<file path="config.mk">
export PLATFORM = sky130hd
export DESIGN_NAME = crd_tx_top
export DESIGN_NICKNAME = d
export VERILOG_FILES = /design/src/hw/crd_pkg.sv /design/src/hw/crd_rtn_decode.sv /design/src/hw/crd_counter_bank.sv /design/src/hw/crd_min_check.sv /design/src/hw/crd_tx_top.sv
export SDC_FILE = /design/constraint.sdc
export NUM_CORES = 1
export LEC_CHECK = 0
export BUFFER_PORTS_ARGS = -buffer_cell sky130_fd_sc_hd__buf_2
export CAP_MARGIN = 20
export CORE_ASPECT_RATIO = 0.6
export CORE_MARGIN = 1.5
export CORE_UTILIZATION = 53
export CTS_BUF_LIST = sky130_fd_sc_hd__clkbuf_4 sky130_fd_sc_hd__clkbuf_8 sky130_fd_sc_hd__clkbuf_16
export CTS_CLUSTER_DIAMETER = 40
export DETAILED_ROUTE_END_ITERATION = 7
export GPL_TIMING_DRIVEN = 0
export HOLD_SLACK_MARGIN = 0.08
export PLACE_DENSITY = 0.72
export SLEW_MARGIN = 20
export SYNTH_ARGS = -nofsm -noshare
export SYNTH_HDL_FRONTEND = slang
export SYNTH_SLANG_ARGS = --single-unit
</file>
<file path="constraint.sdc">
create_clock -name clk_gated -period 9.9 [get_ports clk_gated]
set_input_delay 0 -clock clk_gated [delete_from_list [all_inputs] [get_ports clk_gated]]
set_output_delay 0 -clock clk_gated [all_outputs]
set_load 0.01 [all_outputs]
</file>
<file path="src/hw/crd_pkg.sv">
package crd_pkg;

  // --------------------
  // Link constants

  // Flow classes carried on every VC
  localparam int NUM_FC = 3;

  // External VCs covered by the map register
  localparam int NUM_MAP_VCS = 8;

  // Valid bit inside each map nibble
  localparam int MAP_VALID_BIT = 3;

  // Data credits a used channel needs before traffic may start
  localparam int MIN_DATA_CRD = 4;

  // Same mask on every VC, all flow classes in use
  localparam logic [NUM_FC-1:0] FC_USED = 3'b111;

  // --------------------
  // Credit types

  typedef logic [1:0]  fc_id_t;
  typedef logic [4:0]  ext_vc_t;

  // Eight nibbles, one per external VC
  typedef logic [31:0] rxmap_t;

  // Returned credit values, zero means infinite
  typedef logic [3:0]  hdr_rtn_t;
  typedef logic [3:0]  data_rtn_t;

  // One header credit per consume
  typedef logic        hdr_use_t;
  // Up to four data credits per consume
  typedef logic [2:0]  data_use_t;

  // Flow class 3 is not defined on the link
  localparam fc_id_t FC_ILLEGAL = 2'd3;

  // Internal VC index width, never below one bit
  function automatic int vc_idx_w(int num_vcs);
    return (num_vcs > 1) ? $clog2(num_vcs) : 1;
  endfunction

endpackage

</file>
<file path="src/hw/crd_rtn_decode.sv">
module crd_rtn_decode
  import crd_pkg::*;
#(
  parameter int NUM_VCS = 2,
  localparam int VC_W = vc_idx_w(NUM_VCS)
) (
  input  logic            clk_gated,
  input  logic            rst_b,
  input  logic            tx_sm_disconnected,
  input  rxmap_t          cfg_vc_rxmap,
  input  logic            rx_empty,

  // Fabric header credit return
  input  logic            hdr_rtn_valid,
  input  ext_vc_t         hdr_rtn_vc_id,
  input  fc_id_t          hdr_rtn_fc,

  // Fabric data credit return
  input  logic            data_rtn_valid,
  input  ext_vc_t         data_rtn_vc_id,
  input  fc_id_t          data_rtn_fc,

  // Mapped returns toward the counter banks
  output logic            hdr_rtn_v,
  output logic [VC_W-1:0] hdr_rtn_vc,
  output logic            data_rtn_v,
  output logic [VC_W-1:0] data_rtn_vc,

  output logic            rx_empty_seen
);

  logic [3:0] hdr_nib;
  logic [3:0] data_nib;

  // Map nibble holds only three VC bits
  if (VC_W > 3) begin : g_vc_w_check
    $error("crd_rtn_decode supports at most 8 internal VCs");
  end

  // --------------------
  // Return mapping

  // Nibble of the external VC, low three id bits select it
  assign hdr_nib  = cfg_vc_rxmap[{hdr_rtn_vc_id[2:0], 2'b00} +: 4];
  assign data_nib = cfg_vc_rxmap[{data_rtn_vc_id[2:0], 2'b00} +: 4];

  // Only external VCs 0..7 with a set valid bit are ours
  // Fabric may announce credits for channels we never use
  assign hdr_rtn_v  = hdr_rtn_valid & (hdr_rtn_vc_id < NUM_MAP_VCS) &
                      hdr_nib[MAP_VALID_BIT];
  assign data_rtn_v = data_rtn_valid & (data_rtn_vc_id < NUM_MAP_VCS) &
                      data_nib[MAP_VALID_BIT];

  // Internal VC from the low nibble bits, truncated to index width
  assign hdr_rtn_vc  = hdr_nib[VC_W-1:0];
  assign data_rtn_vc = data_nib[VC_W-1:0];

  // --------------------
  // Receiver empty tracking

  // Sets on the first rx_empty while connected
  // Held until the link drops back to disconnected
  always_ff @(posedge clk_gated or negedge rst_b) begin
    if (!rst_b) begin
      rx_empty_seen <= 1'b0;
    end else if (tx_sm_disconnected) begin
      rx_empty_seen <= 1'b0;
    end else if (rx_empty) begin
      rx_empty_seen <= 1'b1;
    end
  end

  // Banks index counters by flow class, an illegal one would be lost
  a_hdr_rtn_fc: assert property (@(posedge clk_gated) disable iff (!rst_b)
    hdr_rtn_v |-> hdr_rtn_fc != FC_ILLEGAL);

  a_data_rtn_fc: assert property (@(posedge clk_gated) disable iff (!rst_b)
    data_rtn_v |-> data_rtn_fc != FC_ILLEGAL);

endmodule

</file>
<file path="src/hw/crd_counter_bank.sv">
module crd_counter_bank
  import crd_pkg::*;
#(
  parameter int  NUM_VCS = 2,
  parameter int  CNT_W   = 8,
  parameter type inc_t   = hdr_rtn_t,
  parameter type dec_t   = hdr_use_t,
  localparam int VC_W    = vc_idx_w(NUM_VCS)
) (
  input  logic                                   clk_gated,
  input  logic                                   rst_b,
  input  logic                                   tx_sm_disconnected,
  input  logic                                   rx_empty_seen,

  // Mapped fabric return
  input  logic                                   rtn_v,
  input  logic [VC_W-1:0]                        rtn_vc,
  input  fc_id_t                                 rtn_fc,
  input  inc_t                                   rtn_value,

  // Transmitter consume
  input  logic                                   use_v,
  input  logic [VC_W-1:0]                        use_vc,
  input  fc_id_t                                 use_fc,
  input  dec_t                                   use_value,

  output logic [NUM_VCS-1:0][NUM_FC-1:0][CNT_W-1:0] crd_cnt,
  output logic [NUM_VCS-1:0][NUM_FC-1:0]            crd_inf,
  output logic                                   has_consumed,
  output logic                                   used_xflow
);

  // One spare bit catches saturation and consumed carry
  localparam int SUM_W = CNT_W + 1;

  inc_t [NUM_VCS-1:0][NUM_FC-1:0]                inc_amt;
  dec_t [NUM_VCS-1:0][NUM_FC-1:0]                dec_amt;
  logic [NUM_VCS-1:0][NUM_FC-1:0][SUM_W-1:0]     cnt_sum;
  logic [NUM_VCS-1:0][NUM_FC-1:0][CNT_W-1:0]     cnt_next;
  logic [NUM_VCS-1:0][NUM_FC-1:0]                inf_next;
  logic [NUM_VCS-1:0][NUM_FC-1:0][SUM_W-1:0]     cons_next;
  logic [NUM_VCS-1:0][NUM_FC-1:0][CNT_W-1:0]     cons_q;
  logic [NUM_VCS-1:0][NUM_FC-1:0]                carry_q;

  // --------------------
  // Per channel next state

  always_comb begin
    inc_amt   = '0;
    dec_amt   = '0;
    cnt_sum   = '0;
    cnt_next  = crd_cnt;
    inf_next  = crd_inf;
    for (int v = 0; v < NUM_VCS; v++) begin
      for (int f = 0; f < NUM_FC; f++) begin
        cons_next[v][f] = {1'b0, cons_q[v][f]};

        // Infinite channels ignore both returns and consumes
        if (rtn_v && rtn_vc == v && rtn_fc == f && !crd_inf[v][f]) begin
          inc_amt[v][f] = rtn_value;
          // Zero value announces infinite credits
          if (rtn_value == '0) begin
            inf_next[v][f] = 1'b1;
          end
        end
        if (use_v && use_vc == v && use_fc == f && !crd_inf[v][f]) begin
          dec_amt[v][f] = use_value;
        end

        if (tx_sm_disconnected) begin
          // Counts restart from zero, consumed totals hold
          cnt_next[v][f] = '0;
        end else begin
          cnt_sum[v][f] = {1'b0, crd_cnt[v][f]} + SUM_W'(inc_amt[v][f]) -
                          SUM_W'(dec_amt[v][f]);
          // Top bit set means overflow, clamp at all ones
          if (cnt_sum[v][f][CNT_W]) begin
            cnt_next[v][f] = '1;
          end else begin
            cnt_next[v][f] = cnt_sum[v][f][CNT_W-1:0];
          end

          // Init credits arrive before rx_empty and must not count as returns
          if (rx_empty_seen) begin
            cons_next[v][f] = {1'b0, cons_q[v][f]} + SUM_W'(dec_amt[v][f]) -
                              SUM_W'(inc_amt[v][f]);
          end else begin
            cons_next[v][f] = {1'b0, cons_q[v][f]} + SUM_W'(dec_amt[v][f]);
          end
        end
      end
    end
  end

  // --------------------
  // Registers

  always_ff @(posedge clk_gated or negedge rst_b) begin
    if (!rst_b) begin
      crd_cnt <= '0;
      crd_inf <= '0;
      cons_q  <= '0;
      carry_q <= '0;
    end else begin
      crd_cnt <= cnt_next;
      crd_inf <= inf_next;
      for (int v = 0; v < NUM_VCS; v++) begin
        for (int f = 0; f < NUM_FC; f++) begin
          cons_q[v][f]  <= cons_next[v][f][CNT_W-1:0];
          // Carry of this cycle's update, wrap either way is an error
          carry_q[v][f] <= cons_next[v][f][CNT_W];
        end
      end
    end
  end

  // Outstanding credits anywhere in this bank
  assign has_consumed = |cons_q;
  assign used_xflow   = |carry_q;

  // Consume ports come straight from the transmitter
  a_use_fc: assert property (@(posedge clk_gated) disable iff (!rst_b)
    use_v |-> use_fc != FC_ILLEGAL);

endmodule

</file>
<file path="src/hw/crd_min_check.sv">
module crd_min_check
  import crd_pkg::*;
#(
  parameter int NUM_VCS = 2,
  parameter int CNT_W   = 8
) (
  input  logic                                      clk_gated,
  input  logic                                      rst_b,
  input  logic                                      rx_empty_seen,

  // Bank state
  input  logic [NUM_VCS-1:0][NUM_FC-1:0][CNT_W-1:0] hcrd_cnt,
  input  logic [NUM_VCS-1:0][NUM_FC-1:0][CNT_W-1:0] dcrd_cnt,
  input  logic [NUM_VCS-1:0][NUM_FC-1:0]            hcrd_inf,
  input  logic [NUM_VCS-1:0][NUM_FC-1:0]            dcrd_inf,
  input  logic                                      h_has_consumed,
  input  logic                                      d_has_consumed,

  output logic [NUM_VCS-1:0][NUM_FC-1:0][CNT_W-1:0] tx_hcrds_avail,
  output logic [NUM_VCS-1:0][NUM_FC-1:0][CNT_W-1:0] tx_dcrds_avail,
  output logic                                      tx_has_consumed_crds,
  output logic                                      tx_min_crds_rcvd
);

  logic [NUM_VCS-1:0][NUM_FC-1:0] min_hcrd;
  logic [NUM_VCS-1:0][NUM_FC-1:0] min_dcrd;
  logic                           min_next;

  // --------------------
  // Available credits

  always_comb begin
    for (int v = 0; v < NUM_VCS; v++) begin
      for (int f = 0; f < NUM_FC; f++) begin
        // Infinite reads all ones, nothing shows before rx_empty
        tx_hcrds_avail[v][f] = (hcrd_cnt[v][f] | {CNT_W{hcrd_inf[v][f]}}) &
                               {CNT_W{rx_empty_seen}};
        tx_dcrds_avail[v][f] = (dcrd_cnt[v][f] | {CNT_W{dcrd_inf[v][f]}}) &
                               {CNT_W{rx_empty_seen}};

        // Unused channels always pass
        min_hcrd[v][f] = !FC_USED[f] || (tx_hcrds_avail[v][f] != '0);
        min_dcrd[v][f] = !FC_USED[f] || (tx_dcrds_avail[v][f] >= MIN_DATA_CRD);
      end
    end
  end

  assign min_next = rx_empty_seen & (&min_hcrd) & (&min_dcrd);

  // --------------------
  // Minimum credit flag, one cycle behind the counts

  always_ff @(posedge clk_gated or negedge rst_b) begin
    if (!rst_b) begin
      tx_min_crds_rcvd <= 1'b0;
    end else begin
      tx_min_crds_rcvd <= min_next;
    end
  end

  assign tx_has_consumed_crds = h_has_consumed | d_has_consumed;

endmodule

</file>
<file path="src/hw/crd_tx_top.sv">
module crd_tx_top
  import crd_pkg::*;
#(
  parameter int NUM_VCS = 2,
  parameter int CNT_W   = 8,
  localparam int VC_W   = vc_idx_w(NUM_VCS)
) (
  input  logic                                      clk_gated,
  input  logic                                      rst_b,
  input  logic                                      tx_sm_disconnected,
  input  rxmap_t                                    cfg_vc_rxmap,
  input  logic                                      rx_empty,

  // Fabric credit returns
  input  logic                                      hdr_rtn_valid,
  input  ext_vc_t                                   hdr_rtn_vc_id,
  input  fc_id_t                                    hdr_rtn_fc,
  input  hdr_rtn_t                                  hdr_rtn_value,
  input  logic                                      data_rtn_valid,
  input  ext_vc_t                                   data_rtn_vc_id,
  input  fc_id_t                                    data_rtn_fc,
  input  data_rtn_t                                 data_rtn_value,

  // Transmitter consumes
  input  logic                                      tx_hcrd_consume_v,
  input  logic [VC_W-1:0]                           tx_hcrd_consume_vc,
  input  fc_id_t                                    tx_hcrd_consume_fc,
  input  hdr_use_t                                  tx_hcrd_consume_val,
  input  logic                                      tx_dcrd_consume_v,
  input  logic [VC_W-1:0]                           tx_dcrd_consume_vc,
  input  fc_id_t                                    tx_dcrd_consume_fc,
  input  data_use_t                                 tx_dcrd_consume_val,

  output logic [NUM_VCS-1:0][NUM_FC-1:0][CNT_W-1:0] tx_hcrds_avail,
  output logic [NUM_VCS-1:0][NUM_FC-1:0][CNT_W-1:0] tx_dcrds_avail,
  output logic                                      tx_has_consumed_crds,
  output logic                                      tx_min_crds_rcvd,
  output logic                                      tx_hcrds_used_xflow,
  output logic                                      tx_dcrds_used_xflow
);

  logic                                      hdr_rtn_v;
  logic [VC_W-1:0]                           hdr_rtn_vc;
  logic                                      data_rtn_v;
  logic [VC_W-1:0]                           data_rtn_vc;
  logic                                      rx_empty_seen;
  logic [NUM_VCS-1:0][NUM_FC-1:0][CNT_W-1:0] hcrd_cnt;
  logic [NUM_VCS-1:0][NUM_FC-1:0][CNT_W-1:0] dcrd_cnt;
  logic [NUM_VCS-1:0][NUM_FC-1:0]            hcrd_inf;
  logic [NUM_VCS-1:0][NUM_FC-1:0]            dcrd_inf;
  logic                                      h_has_consumed;
  logic                                      d_has_consumed;

  // --------------------
  // Return decode and receiver state

  crd_rtn_decode #(.NUM_VCS(NUM_VCS)) u_rtn_decode (
    .clk_gated, .rst_b, .tx_sm_disconnected, .cfg_vc_rxmap, .rx_empty,
    .hdr_rtn_valid, .hdr_rtn_vc_id, .hdr_rtn_fc,
    .data_rtn_valid, .data_rtn_vc_id, .data_rtn_fc,
    .hdr_rtn_v, .hdr_rtn_vc, .data_rtn_v, .data_rtn_vc, .rx_empty_seen
  );

  // --------------------
  // Header and data banks

  crd_counter_bank #(
    .NUM_VCS(NUM_VCS), .CNT_W(CNT_W), .inc_t(hdr_rtn_t), .dec_t(hdr_use_t)
  ) u_hdr_bank (
    .clk_gated, .rst_b, .tx_sm_disconnected, .rx_empty_seen,
    .rtn_v(hdr_rtn_v), .rtn_vc(hdr_rtn_vc), .rtn_fc(hdr_rtn_fc),
    .rtn_value(hdr_rtn_value),
    .use_v(tx_hcrd_consume_v), .use_vc(tx_hcrd_consume_vc),
    .use_fc(tx_hcrd_consume_fc), .use_value(tx_hcrd_consume_val),
    .crd_cnt(hcrd_cnt), .crd_inf(hcrd_inf),
    .has_consumed(h_has_consumed), .used_xflow(tx_hcrds_used_xflow)
  );

  crd_counter_bank #(
    .NUM_VCS(NUM_VCS), .CNT_W(CNT_W), .inc_t(data_rtn_t), .dec_t(data_use_t)
  ) u_data_bank (
    .clk_gated, .rst_b, .tx_sm_disconnected, .rx_empty_seen,
    .rtn_v(data_rtn_v), .rtn_vc(data_rtn_vc), .rtn_fc(data_rtn_fc),
    .rtn_value(data_rtn_value),
    .use_v(tx_dcrd_consume_v), .use_vc(tx_dcrd_consume_vc),
    .use_fc(tx_dcrd_consume_fc), .use_value(tx_dcrd_consume_val),
    .crd_cnt(dcrd_cnt), .crd_inf(dcrd_inf),
    .has_consumed(d_has_consumed), .used_xflow(tx_dcrds_used_xflow)
  );

  // --------------------
  // Outputs and minimum check

  crd_min_check #(.NUM_VCS(NUM_VCS), .CNT_W(CNT_W)) u_min_check (
    .clk_gated, .rst_b, .rx_empty_seen,
    .hcrd_cnt, .dcrd_cnt, .hcrd_inf, .dcrd_inf, .h_has_consumed, .d_has_consumed,
    .tx_hcrds_avail, .tx_dcrds_avail, .tx_has_consumed_crds, .tx_min_crds_rcvd
  );

endmodule

</file>
# After elaboration in Yosys (flattened, before gate mapping)

Cells that the tools add are included.

Output and inout bits: 100
Flip-flop bits (word level): 218

Equality and inequality tests: 8
Mux-type cells: 74
Add/subtract/negate cells: 48
Shifts and indexed selects: 2
Order comparisons: 8
Reductions and logical operators: 99
Bitwise operators: 35

Operator list:

| cell                                                                                | number |
|---|---|
| 9-bit 2-to-1 mux                                                                    | 24 |
| 8-bit 2-to-1 mux                                                                    | 24 |
| 8-bit by 4-bit adder with 9-bit output                                              | 12 |
| 9-bit by 4-bit subtractor with 9-bit output                                         | 12 |
| 8-bit AND                                                                           | 12 |
| 8-bit OR                                                                            | 12 |
| 48-bit OR reduction                                                                 | 2 |
| 32-bit by 6-bit variable part select with 4-bit output                              | 2 |
| 1-bit logical AND                                                                   | 56 |
| 8-bit by 1-bit adder with 9-bit output                                              | 6 |
| 8-bit by 3-bit adder with 9-bit output                                              | 6 |
| 9-bit by 1-bit subtractor with 9-bit output                                         | 6 |
| 9-bit by 3-bit subtractor with 9-bit output                                         | 6 |
| 8-bit by 3-bit greater-or-equal comparator with 1-bit output, second input constant | 6 |
| 4-bit 2-to-1 mux                                                                    | 12 |
| 8-bit nonzero test                                                                  | 6 |
| 2-bit AND reduction                                                                 | 12 |
| 3-bit 2-to-1 mux                                                                    | 6 |
| 1-bit zero test                                                                     | 12 |
| 6-bit AND reduction                                                                 | 2 |
| 6-bit OR reduction                                                                  | 2 |
| 5-bit by 4-bit < comparator with 1-bit output, second input constant                | 2 |
| 2-bit by 1-bit == test with 1-bit output, second input constant                     | 4 |
| 2-bit == test, second input constant                                                | 4 |
| 7 further kinds                                                                     | 26 |

# Depth between registers and ports, before layout

Gate-level depths: netlist of run 1.

Depth in word-level cells: 11
Mapped depth: 15

# Hierarchy

From an unflattened synthesis of run 1, not the netlist that was laid out.

Cells, all modules: 2359
Area, all modules: 20051.7 um^2

Modules (own cells, without submodules):

| module                          | instances | seq. area each (um^2) | area each (um^2) | cells an instance |
|---|---|---|---|---|
| crd_counter_bank at u_data_bank | 1         | 2702.6                | 9831.9           | 1151 |
| crd_counter_bank at u_hdr_bank  | 1         | 2702.6                | 8818.5           | 1030 |
| crd_min_check                   | 1         | 25.0                  | 1086.0           | 161 |
| crd_rtn_decode                  | 1         | 25.0                  | 315.3            | 17 |

# Worst setup path after synthesis of run 1

OpenSTA, ideal clock, no wires.

Path kind: input to register
Start point: in data_rtn_vc_id[0]
End point: reg u_data_bank.crd_cnt[0] in the netlist's numbering
Data arrival time: 3605 ps
Data required time: 9762 ps
Stages on the path: 14
Library setup time: 138 ps
Setup slack: 6157 ps
Cell sequence: mux4_2 -> or3b_1 -> a21oi_2 -> nor3b_4 -> nand2_1 -> fa_1 -> inv_1 -> fa_1 -> a21o_1 -> a41o_1 -> a21oi_1 -> a21oi_1 -> xnor2_1 -> a21oi_1

RTL lines:

| item                   | line                    | source |
|---|---|---|
| start: declaration     | crd_tx_top.sv:20        | `input ext_vc_t data_rtn_vc_id,` |
| end signal: assignment | crd_counter_bank.sv:105 | `crd_cnt <= cnt_next;` |
| end: declaration       | crd_counter_bank.sv:27  | `output logic [NUM_VCS-1:0][NUM_FC-1:0][CNT_W-1:0] crd_cnt,` |

# Worst setup path after layout of run 1

Start point: reg u_data_bank.crd_inf[0] in the netlist's numbering
End point: reg u_data_bank.cons_q[6] in the netlist's numbering

Cells in the longest elaborated chain, start to end: 6
Elaborated cells on any way between the ends: 8

Ends and longest elaborated chain:

| item                                        | line                                           | source |
|---|---|---|
| start: declaration                          | crd_counter_bank.sv:28                         | `output logic [NUM_VCS-1:0][NUM_FC-1:0] crd_inf,` |
| start signal: assignment                    | crd_counter_bank.sv:106                        | `crd_inf <= inf_next;` |
| 1-bit zero test (*)                         | crd_counter_bank.sv:59, crd_counter_bank.sv:66 |  |
| 1-bit logical AND                           | crd_counter_bank.sv:66                         | `if (use_v && use_vc == v && use_fc == f && !crd_inf[v][f]) begin` |
| 3-bit 2-to-1 mux                            | crd_counter_bank.sv:66                         |  |
| 8-bit by 3-bit adder with 9-bit output      | crd_counter_bank.sv:85, crd_counter_bank.sv:88 |  |
| 9-bit by 4-bit subtractor with 9-bit output | crd_counter_bank.sv:85                         | `cons_next[v][f] = {1'b0, cons_q[v][f]} + SUM_W'(dec_amt[v][f]) -` |
| 9-bit 2-to-1 mux (*)                        | crd_counter_bank.sv:84                         | `if (rx_empty_seen) begin` |
| end signal: indexed assignment              | crd_counter_bank.sv:109                        | `cons_q[v][f] <= cons_next[v][f][CNT_W-1:0];` |
| end: declaration                            | crd_counter_bank.sv:42                         | `logic [NUM_VCS-1:0][NUM_FC-1:0][CNT_W-1:0] cons_q;` |

Mark *: on every way between the ends. The rest lies on a longest branch, timed or not.
A chain may end at the register's enable or synchronous reset.

==> out/results.env, run 1 <==
ANTENNA_FOUND_INITIAL=4
ROUTE.DETAILED.WL_PER_INST_UM=20.8
CLOCK_NETWORK_FRACTION_OF_TOTAL_POWER=0.186
RESULT_OF_THE_RUN='complete, no violations'
CTS_NUM_SINKS=218
SYNTH_TOP_AREA_FRAC=0.272
SYNTH_TOP_CELL_BY_AREA='sky130_fd_sc_hd__dfrtp_1'
TRITONCTS='yes'
DETAIL_ROUTE.FIRST_PASS.ITERATIONS=6
POST_CTS_RESIZE_COUNT=0
POST-CTS-SETUP-BUFFER-COUNT=0
DIE_Y_UM=154
NUM-FILL-CELLS=3188
STARTPOINT_TYPE='flop'
P_LEAK_nW=10.6
FLOW.AREA_GROWTH_FROM_SYNTHESIS_PCT=14.9
HPWL_MM=49.9
CRIT_FANOUT=10
RSZ0062_AT_GRT='no'
ROUTE.FINAL.WIRE_LENGTH_MM=65.2
STARTPOINT='u_data_bank.crd_inf[0]'
SYNTHESIS.AREA_UM2=20000
SYNTH_EDF_COUNT=0
GRT.TOTAL_USAGE=0.338
GRT_PASS1_WL_MM=102
SYN-NUM-NETS=2697
WORSTSETUPENDPOINTTYPE='flop'
HTREE_LEVELS=2
WORST-ENDPOINT-REQUIRED_NS=10.31
POWER.SWITCHING_FRACTION=0.461
PIN_COUNT_OF_THE_BIGGEST_NET_ENTERING_GLOBAL_ROUTING=77
DRT_DRC_VIOLATIONS_LEFT=0
FIN_SKEW_NS=0.0223
INTERNAL_POWER_mW=3.83
NET-SWITCHING-POWER_mW=3.27
FINAL_CELL_COUNT_NO_FILL=3129
ASYNC_S_R_FF_SHARE_SYNTH=1.00
FINAL_COUNT_OF_NEGATIVE_SETUP_SLACK_ENDPOINTS=0
FINALCRITPERIODSHARE=0.468
YS_TYPES=63
PORTBUFFERS=154
TIMING.HOLD.WORST.START='data_rtn_value[0]'
DRT_ITER0_DRC=1964
SYNTHMOSTINSTANTIATEDCELL='sky130_fd_sc_hd__inv_1'
TIMING.CRITICAL_PATH.CELLS='clkbuf_1 -> nor4b_1 -> and2_1 -> ha_1 -> a21oi_1 -> and2_1 -> clkbuf_1 -> xnor2_1 -> ha_1 -> and2b_1 -> a21boi_0 -> mux2i_1 -> nor4b_1 -> a31oi_1 -> xnor2_1'
POST_SYNTH_MOST_FREQUENT_CELLS='sky130_fd_sc_hd__inv_1 (255), sky130_fd_sc_hd__a21oi_1 (244), sky130_fd_sc_hd__dfrtp_1 (218)'
NUMCTSBUFFERS=34
REPORT.FINAL.SLEW_VIOL_COUNT=0
COMB_POWER_SHARE=0.585
SEQ_POWER_SHARE=0.229
SYNTH_COMPOUND_AREA_FRAC=0.200
START_UTIL=0.545
WORST_SLEW_MARGIN_REL=0.210
GP_CONGESTION=0.967
CHIPWIDTH_UM=254
SYNTHESIS.YOSYS.WARNINGS=0
CTS_ROOT_BUF='sky130_fd_sc_hd__clkbuf_16'
ROWS=54
FLOORPLAN_CORE_AREA_UM2=36800
TIMING.CRITICAL_PATH.SLOWEST_CELL_DELAY_NS=0.62
CPMAXSTAGEDELAYCELL='sky130_fd_sc_hd__a21boi_0'
PEAKVDDDROP_mV=0.243
DPL.CELL_COUNT=3033
CLOCK.FMAX_GHz=0.216
WORSTMARGINPINSLEW_NS=1.19
DRV_CAP=0
COMBINATIONAL_FAMILY_WITH_THE_MOST_AREA_AFTER_SYNTHESIS='compound AO/OA/AOI/OAI gates'
HOLD_PATH.CLASS='in -> reg'
PWR_DENSITY_CELL_nW_PER_UM2=309
FINISH.NET_COUNT=2916
R2R_START='u_data_bank.crd_inf[0]'
SYNTH.AREA.TOP_CELLS='sky130_fd_sc_hd__dfrtp_1 (27%), sky130_fd_sc_hd__ha_1 (13%), sky130_fd_sc_hd__a21oi_1 (6.1%), sky130_fd_sc_hd__xnor2_1 (4.9%), sky130_fd_sc_hd__inv_1 (4.8%)'
CTSHOLDBUFFERS=27
VIAS=19059
POST-ROUTE-MIN-PERIOD_NS=4.63
DIE-AREA_UM2=39000
SEQUENTIAL_ELEMENT_SHARE_OF_THE_SYNTHESIZED_AREA=0.272
SYNTH-SEQ-CELLS=218
WORST-ENDPOINT-ARRIVAL_NS=5.04
HOLD_VIOL_FINAL=0
DRT-VIAS-PER-INSTANCE=6.09
TNS_NS=0
SYNTHXORXNORAREAFRAC=0.0923
SYNTH_ADDER_AREA_SHARE=0.173
SYNTH.MUX.AREA_FRACTION=0.0218
OVERFLOW=0
POST_DRT_ANTENNA_NETS=0
NUMBER_OF_GLOBAL_ROUTE_VIAS_BEFORE_REPAIR=18066
LAYOUT-DRIVE-GT1-SHARE=0.107
PATH_CLK_SLEW_NS=0.06
SYNTH_TOP_FLOP_CELL='sky130_fd_sc_hd__dfrtp_1'
WORST_SKEW_PAIR_LATENCY_NS=0.55
SYNTHSIMPLEGATEAREAFRAC=0.171
POST_SYNTH.CELL_AREA_AVG_UM2=8.44
CP_CLASS='reg -> reg'
BUFS_ON_LONGEST_CLOCK_PATH=3
IO-PIN-COUNT=172
SYNTH_CELLS=2373
==> sequential cells by signal, summed over array words and instances (netlist names) <==
register	cells
u_data_bank.cons_q	48
u_data_bank.crd_cnt	48
u_hdr_bank.cons_q	48
u_hdr_bank.crd_cnt	48
u_data_bank.carry_q	6
u_data_bank.crd_inf	6
u_hdr_bank.carry_q	6
u_hdr_bank.crd_inf	6
u_min_check.tx_min_crds_rcvd	1
u_rtn_decode.rx_empty_seen	1
==> critical path: cells and delay by family, from the launching register on <==
kind / cells / cell delay, ns
AO/OA/AOI/OAI: 3 / 1.00
XOR/XNOR: 2 / 0.28
adder cells (fa/ha/maj): 2 / 0.54
buffers and inverters: 2 / 0.56
flip-flops: 1 / 0.40
multiplexers: 1 / 0.16
AND/OR/NAND/NOR: 5 / 1.56
==> metal layers <==
metal / track usage / wire [um]
met5: 0 / 13
met4: 0.0853 / 1440
met3: 0.0999 / 7960
met2: 0.472 / 26500
met1: 0.503 / 29300
==> final cells by class <==
class                           instances  area (um^2)  area share
Tap cell                              504          631      0.0274
Clock buffer                           42          936      0.0407
Clock inverter                         19          274      0.0119
Antenna cell                            8         20.0    0.000870
Inverter                              255          957      0.0416
Sequential cell                       218         5460       0.237
Timing Repair Buffer                  183         1120      0.0485
Multi-Input combinational cell       1794        13200       0.574
Buffer                                106          422      0.0183
==> stage by stage <==
step	instance area, um^2	hold WS (ns)	power (mW)	setup WS [ns]	util
final	23000	0.119	7.11	5.27	0.626
after global routing	23000	0.154	7.67	4.86	0.625
after CTS	23000	0.0956	7.02	5.38	0.625
after detailed placement	21500	0.0395	5.63	5.13	0.585
after global placement	21400	0.264	5.45	4.70	0.583
after floorplan	20000	-0.296	4.68	6.16	-
==> placed cells by master, fill, tap and decap left out, types with 10 or more instances in the layout <==
master	count
sky130_fd_sc_hd__a211oi_1	25
sky130_fd_sc_hd__mux2_2	10
sky130_fd_sc_hd__a21oi_1	244
sky130_fd_sc_hd__clkbuf_16	34
sky130_fd_sc_hd__nor2_1	108
sky130_fd_sc_hd__nand2b_1	20
sky130_fd_sc_hd__nand2_1	146
sky130_fd_sc_hd__buf_1	12
sky130_fd_sc_hd__nor3b_1	16
sky130_fd_sc_hd__o21bai_1	12
sky130_fd_sc_hd__a21o_1	39
sky130_fd_sc_hd__or2_2	17
sky130_fd_sc_hd__xor2_1	98
sky130_fd_sc_hd__and2_1	25
sky130_fd_sc_hd__buf_2	168
sky130_fd_sc_hd__o211ai_1	13
sky130_fd_sc_hd__and3_1	29
sky130_fd_sc_hd__clkbuf_1	77
sky130_fd_sc_hd__xnor2_1	113
sky130_fd_sc_hd__ha_1	210
sky130_fd_sc_hd__o21ai_0	99
sky130_fd_sc_hd__o21a_1	115
sky130_fd_sc_hd__inv_1	255
sky130_fd_sc_hd__nor4_1	41
sky130_fd_sc_hd__a31oi_1	18
sky130_fd_sc_hd__o31ai_1	16
sky130_fd_sc_hd__nand4_1	19
sky130_fd_sc_hd__nor2b_1	60
sky130_fd_sc_hd__dfrtp_1	218
sky130_fd_sc_hd__nor3_1	80
sky130_fd_sc_hd__mux2i_1	14
sky130_fd_sc_hd__nand3_1	41
sky130_fd_sc_hd__fa_1	42
sky130_fd_sc_hd__dlygate4sd3_1	26
==> logic make-up (layout without fill, tap and decap cells) <==
| logic type | count (synthesis) | count (layout) |
|---|---|---|
| simple gates | 654 | 654 |
| compound gates | 645 | 645 |
| buf+inv | 361 | 605 |
| fa+ha+maj | 252 | 252 |
| flops | 218 | 218 |
| xor+xnor | 211 | 211 |
| mux | 32 | 32 |
| other cells | 0 | 8 |
==> path summary, 6_finish.rpt <==
kind	to	slack, ns	cells after the start
max	u_data_bank.cons_q[6]	5.27	15
min	u_data_bank.crd_cnt[32]	0.12	5
max reg2reg	u_data_bank.cons_q[6]	5.27	15
min reg2reg	u_hdr_bank.cons_q[15]	0.51	1
max in group asynchronous	u_data_bank.carry_q[2]	8.63	4
min in group asynchronous	u_data_bank.cons_q[42]	0.52	3
==> power by group through the flow <==
stage | Sequential, mW | Clock (mW) | Combinational, mW
2_1_floorplan | 1.49 | 0 | 3.18
3_3_place_gp | 1.61 | 0 | 3.84
3_5_place_dp | 1.62 | 0 | 4.02
4_1_cts | 1.61 | 1.32 | 4.08
5_1_grt | 1.67 | 1.37 | 4.63
6_report | 1.63 | 1.32 | 4.16
Note: power is estimated with default switching activity, not from simulation.
==> run 2: changes to the inputs <==
--- a/config.mk
+++ b/config.mk
@@ -15,7 +15,7 @@
 export DETAILED_ROUTE_END_ITERATION = 7
 export GPL_TIMING_DRIVEN = 0
 export HOLD_SLACK_MARGIN = 0.08
-export PLACE_DENSITY = 0.72
+export PLACE_DENSITY = 0.75
 export SLEW_MARGIN = 20
 export SYNTH_ARGS = -nofsm -noshare
 export SYNTH_HDL_FRONTEND = slang
==> constraint.sdc (replaced) <==
create_clock -name clk_gated -period 4.19 [get_ports clk_gated]
set_input_delay 0 -clock clk_gated [delete_from_list [all_inputs] [get_ports clk_gated]]
set_output_delay 0 -clock clk_gated [all_outputs]
set_load 0.01 [all_outputs]
==> run 2 against run 1 <==
Net effect: die area did not move; non-clock buffer count decreased by 1; maximum frequency up 14%.
==> out/results.env, run 2 (synthesized netlist as in run 1, its figures left out) <==
RESULT_OF_THE_RUN='complete, no violations'
PEAKVDDDROP_mV=0.570  # +130%
ROWS=54  # unchanged
FINAL_CELL_MIX='sky130_fd_sc_hd__inv_1 (255), sky130_fd_sc_hd__a21oi_1 (239), sky130_fd_sc_hd__dfrtp_1 (217)'
DRV_CAP=0  # unchanged
DIE-AREA_UM2=39000  # unchanged
HTREE_LEVELS=2  # unchanged
TOTALPOWERFINAL_mW=16.9  # +140%
OVERFLOW=0  # unchanged
DRT_DRC_VIOLATIONS_LEFT=0  # unchanged
TIMING.HOLD.WS_NS=0.0639  # -0.0554 ns
DPL.CELL_COUNT=3033  # unchanged
IO-PIN-COUNT=172  # unchanged
WORST_SKEW_PAIR_LATENCY_NS=0.56  # about the same
VIAS=19213  # +0.81%
CP_CLASS='reg -> reg'
POST-ROUTE-MIN-PERIOD_NS=4.06  # -0.574 ns
TRITONCTS='yes'
FINAL_CELL_COUNT_NO_FILL=3126  # -0.096%
CHIPWIDTH_UM=254  # unchanged
GP_CONGESTION=0.981  # +1.4%
LAYOUT-DRIVE-GT1-SHARE=0.117  # +0.00951
HOLD_PATH.CLASS='in -> async'
GRT.TOTAL_USAGE=0.341  # +0.00293
WORSTMARGINPINSLEW_NS=1.10  # -0.0899 ns
FINISH.NET_COUNT=2916  # unchanged
CPMAXSTAGEDELAYCELL='sky130_fd_sc_hd__fa_1'
PIN_COUNT_OF_THE_BIGGEST_NET_ENTERING_GLOBAL_ROUTING=91  # +18%
START_UTIL=0.545  # unchanged
FLOORPLAN_CORE_AREA_UM2=36800  # unchanged
DRT-VIAS-PER-INSTANCE=6.15  # +0.90%
MOST_COMMON_CELL_AFTER_LAYOUT_FILL_AND_TAPS_ASIDE='sky130_fd_sc_hd__inv_1'
ROUTE.DETAILED.WL_PER_INST_UM=21.1  # +1.4%
PORTBUFFERS=154  # unchanged
CLOCK.FMAX_GHz=0.247  # +14%
CTS_NUM_SINKS=218  # unchanged
ANTENNA_FOUND_INITIAL=5  # +1
FINISH.UTILIZATION=0.629  # +0.00330
CRITICAL_PATH.MOST_COMMON_CELL='sky130_fd_sc_hd__fa_1'
POST_DRT_ANTENNA_NETS=0  # unchanged
P_LEAK_nW=10.7  # +0.63%
DIE_Y_UM=154  # unchanged
REPORT.FINAL.SLEW_VIOL_COUNT=0  # unchanged
ROUTE.FINAL.WIRE_LENGTH_MM=66.0  # +1.3%
FIN_SKEW_NS=0.0327  # +0.0104 ns
DETAIL_ROUTE.FIRST_PASS.ITERATIONS=5  # -1
HPWL_MM=50.1  # +0.35%
CTS_ROOT_BUF='sky130_fd_sc_hd__clkbuf_16'
WORST-ENDPOINT-ARRIVAL_NS=4.46  # -0.58 ns
NUMBER_OF_GLOBAL_ROUTE_VIAS_BEFORE_REPAIR=18230  # +0.91%
FLOW.AREA_GROWTH_FROM_SYNTHESIS_PCT=15.5
DRT_ITER0_DRC=2195  # +12%
PWR_DENSITY_CELL_nW_PER_UM2=731  # +140%
FINALCRITPERIODSHARE=0.968  # +0.500
PATH_CLK_SLEW_NS=0.06  # about the same
WORSTSETUPENDPOINTTYPE='flop'
BUFS_ON_LONGEST_CLOCK_PATH=3  # unchanged
TIMING.CRITICAL_PATH.SLOWEST_CELL_DELAY_NS=0.52  # -0.10 ns
CRIT_FANOUT=10  # unchanged
NUMCTSBUFFERS=35  # +2.9%
TIMING.CRITICAL_PATH.CELLS='clkbuf_1 -> nor3b_1 -> and2_1 -> ha_1 -> fa_1 -> fa_1 -> a21o_1 -> a21boi_2 -> mux2_2 -> and4_1 -> a21oi_1 -> xnor2_1'
STARTPOINT_TYPE='flop'
GRT_PASS1_WL_MM=103  # +0.36%
FINAL_COUNT_OF_NEGATIVE_SETUP_SLACK_ENDPOINTS=0  # unchanged
WORST_SLEW_MARGIN_REL=0.270  # +0.0599
HOLD_VIOL_FINAL=0  # unchanged
WORST-ENDPOINT-REQUIRED_NS=4.59  # -5.72 ns
[run 2: changes by cell type in the layout (fill, tap and decap cells not counted), moves of 3 or more]
| cell | previous run | this run |
|---|---|---|
| sky130_fd_sc_hd__a21oi_2 | 3 | 8 |
| sky130_fd_sc_hd__inv_6 | 7 | 3 |
| sky130_fd_sc_hd__clkbuf_8 | 4 | 1 |
| sky130_fd_sc_hd__clkinv_2 | 1 | 4 |
| sky130_fd_sc_hd__diode_2 | 8 | 4 |
| sky130_fd_sc_hd__a211oi_1 | 25 | 22 |
| sky130_fd_sc_hd__xnor2_1 | 113 | 110 |
| sky130_fd_sc_hd__a21oi_1 | 244 | 239 |
| sky130_fd_sc_hd__clkinv_4 | 3 | 7 |
| sky130_fd_sc_hd__xnor2_2 | 0 | 3 |
| sky130_fd_sc_hd__clkbuf_1 | 77 | 74 |
[run 2: path summary, 6_finish.rpt]
path | slack, ns | startpoint | endpoint | cells after the start
worst max-delay path | 0.13 | u_data_bank.crd_inf[4] | u_data_bank.cons_q[38] | 12
worst min-delay path | 0.06 | rst_b | u_hdr_bank.crd_cnt[37] | 3
worst max register to register | 0.13 | u_data_bank.crd_inf[4] | u_data_bank.cons_q[38] | 12
worst min register to register | 0.52 | u_hdr_bank.cons_q[7] | u_hdr_bank.cons_q[7] | 1
max in group asynchronous | 3.65 | rst_b | u_data_bank.crd_cnt[26] | 3
min in group clk_gated | 0.07 | data_rtn_vc_id[3] | u_data_bank.crd_inf[5] | 5
[run 2: power breakdown]
group | internal [mW] | switching [mW]
registers | 2.96 | 0.888
logic | 4.23 | 5.69
clock network | 1.94 | 1.20
total | 9.13 | 7.78
[run 2: repair_timing]
action,CTS,global route
setup endpoints to repair,17,37
hold endpoints to repair,234,0
hold buffers,27,0
pin swaps,0,1
resized for setup,6,19
buffers inserted,0,1
gates cloned,0,0
[run 2: metal layers]
| metal | vias to the layer above | global-route usage | wire length [um] |
|---|---|---|---|
| met5 | - | 0 | 13 |
| met4 | 2 | 0.102 | 1790 |
| met3 | 139 | 0.0951 | 7870 |
| met2 | 1015 | 0.478 | 26800 |
| met1 | 9297 | 0.505 | 29500 |
| li1 | 8760 | - | - |
[run 2: final cells by class]
cell class,count,area [um^2]
clock buffer,40,937
clock inverter,23,297
buffer,104,415
tap,504,631
inverter,255,957
sequential,218,5460
multi-input combinational,1794,13300
fill,3130,13600
timing repair buffer,184,1130
antenna,4,10.0
[run 2: per-stage QoR]
stage | setup TNS [ns] | setup WS [ns] | instance area [um^2]
floorplan | 0 | 0.447 | 20000
global placement | -226.82 | -1.05 | 21400
finish | 0 | 0.134 | 23100
detailed placement | -12.94 | -0.520 | 21500
global route | -0.0283 | -0.0283 | 23100
CTS | 0 | 0.0661 | 23000
[run 2: worst max-delay path: cells and delay by family, from the launching register on]
family / cells / cell delay, ns
AOI/OAI and AO/OA: 3 / 0.62
xor gates and xnor gates: 1 / 0.08
adders and majority gates: 3 / 1.34
buffers and inverters: 1 / 0.26
DFF: 1 / 0.42
muxes: 1 / 0.36
and+or+nand+nor: 3 / 0.81
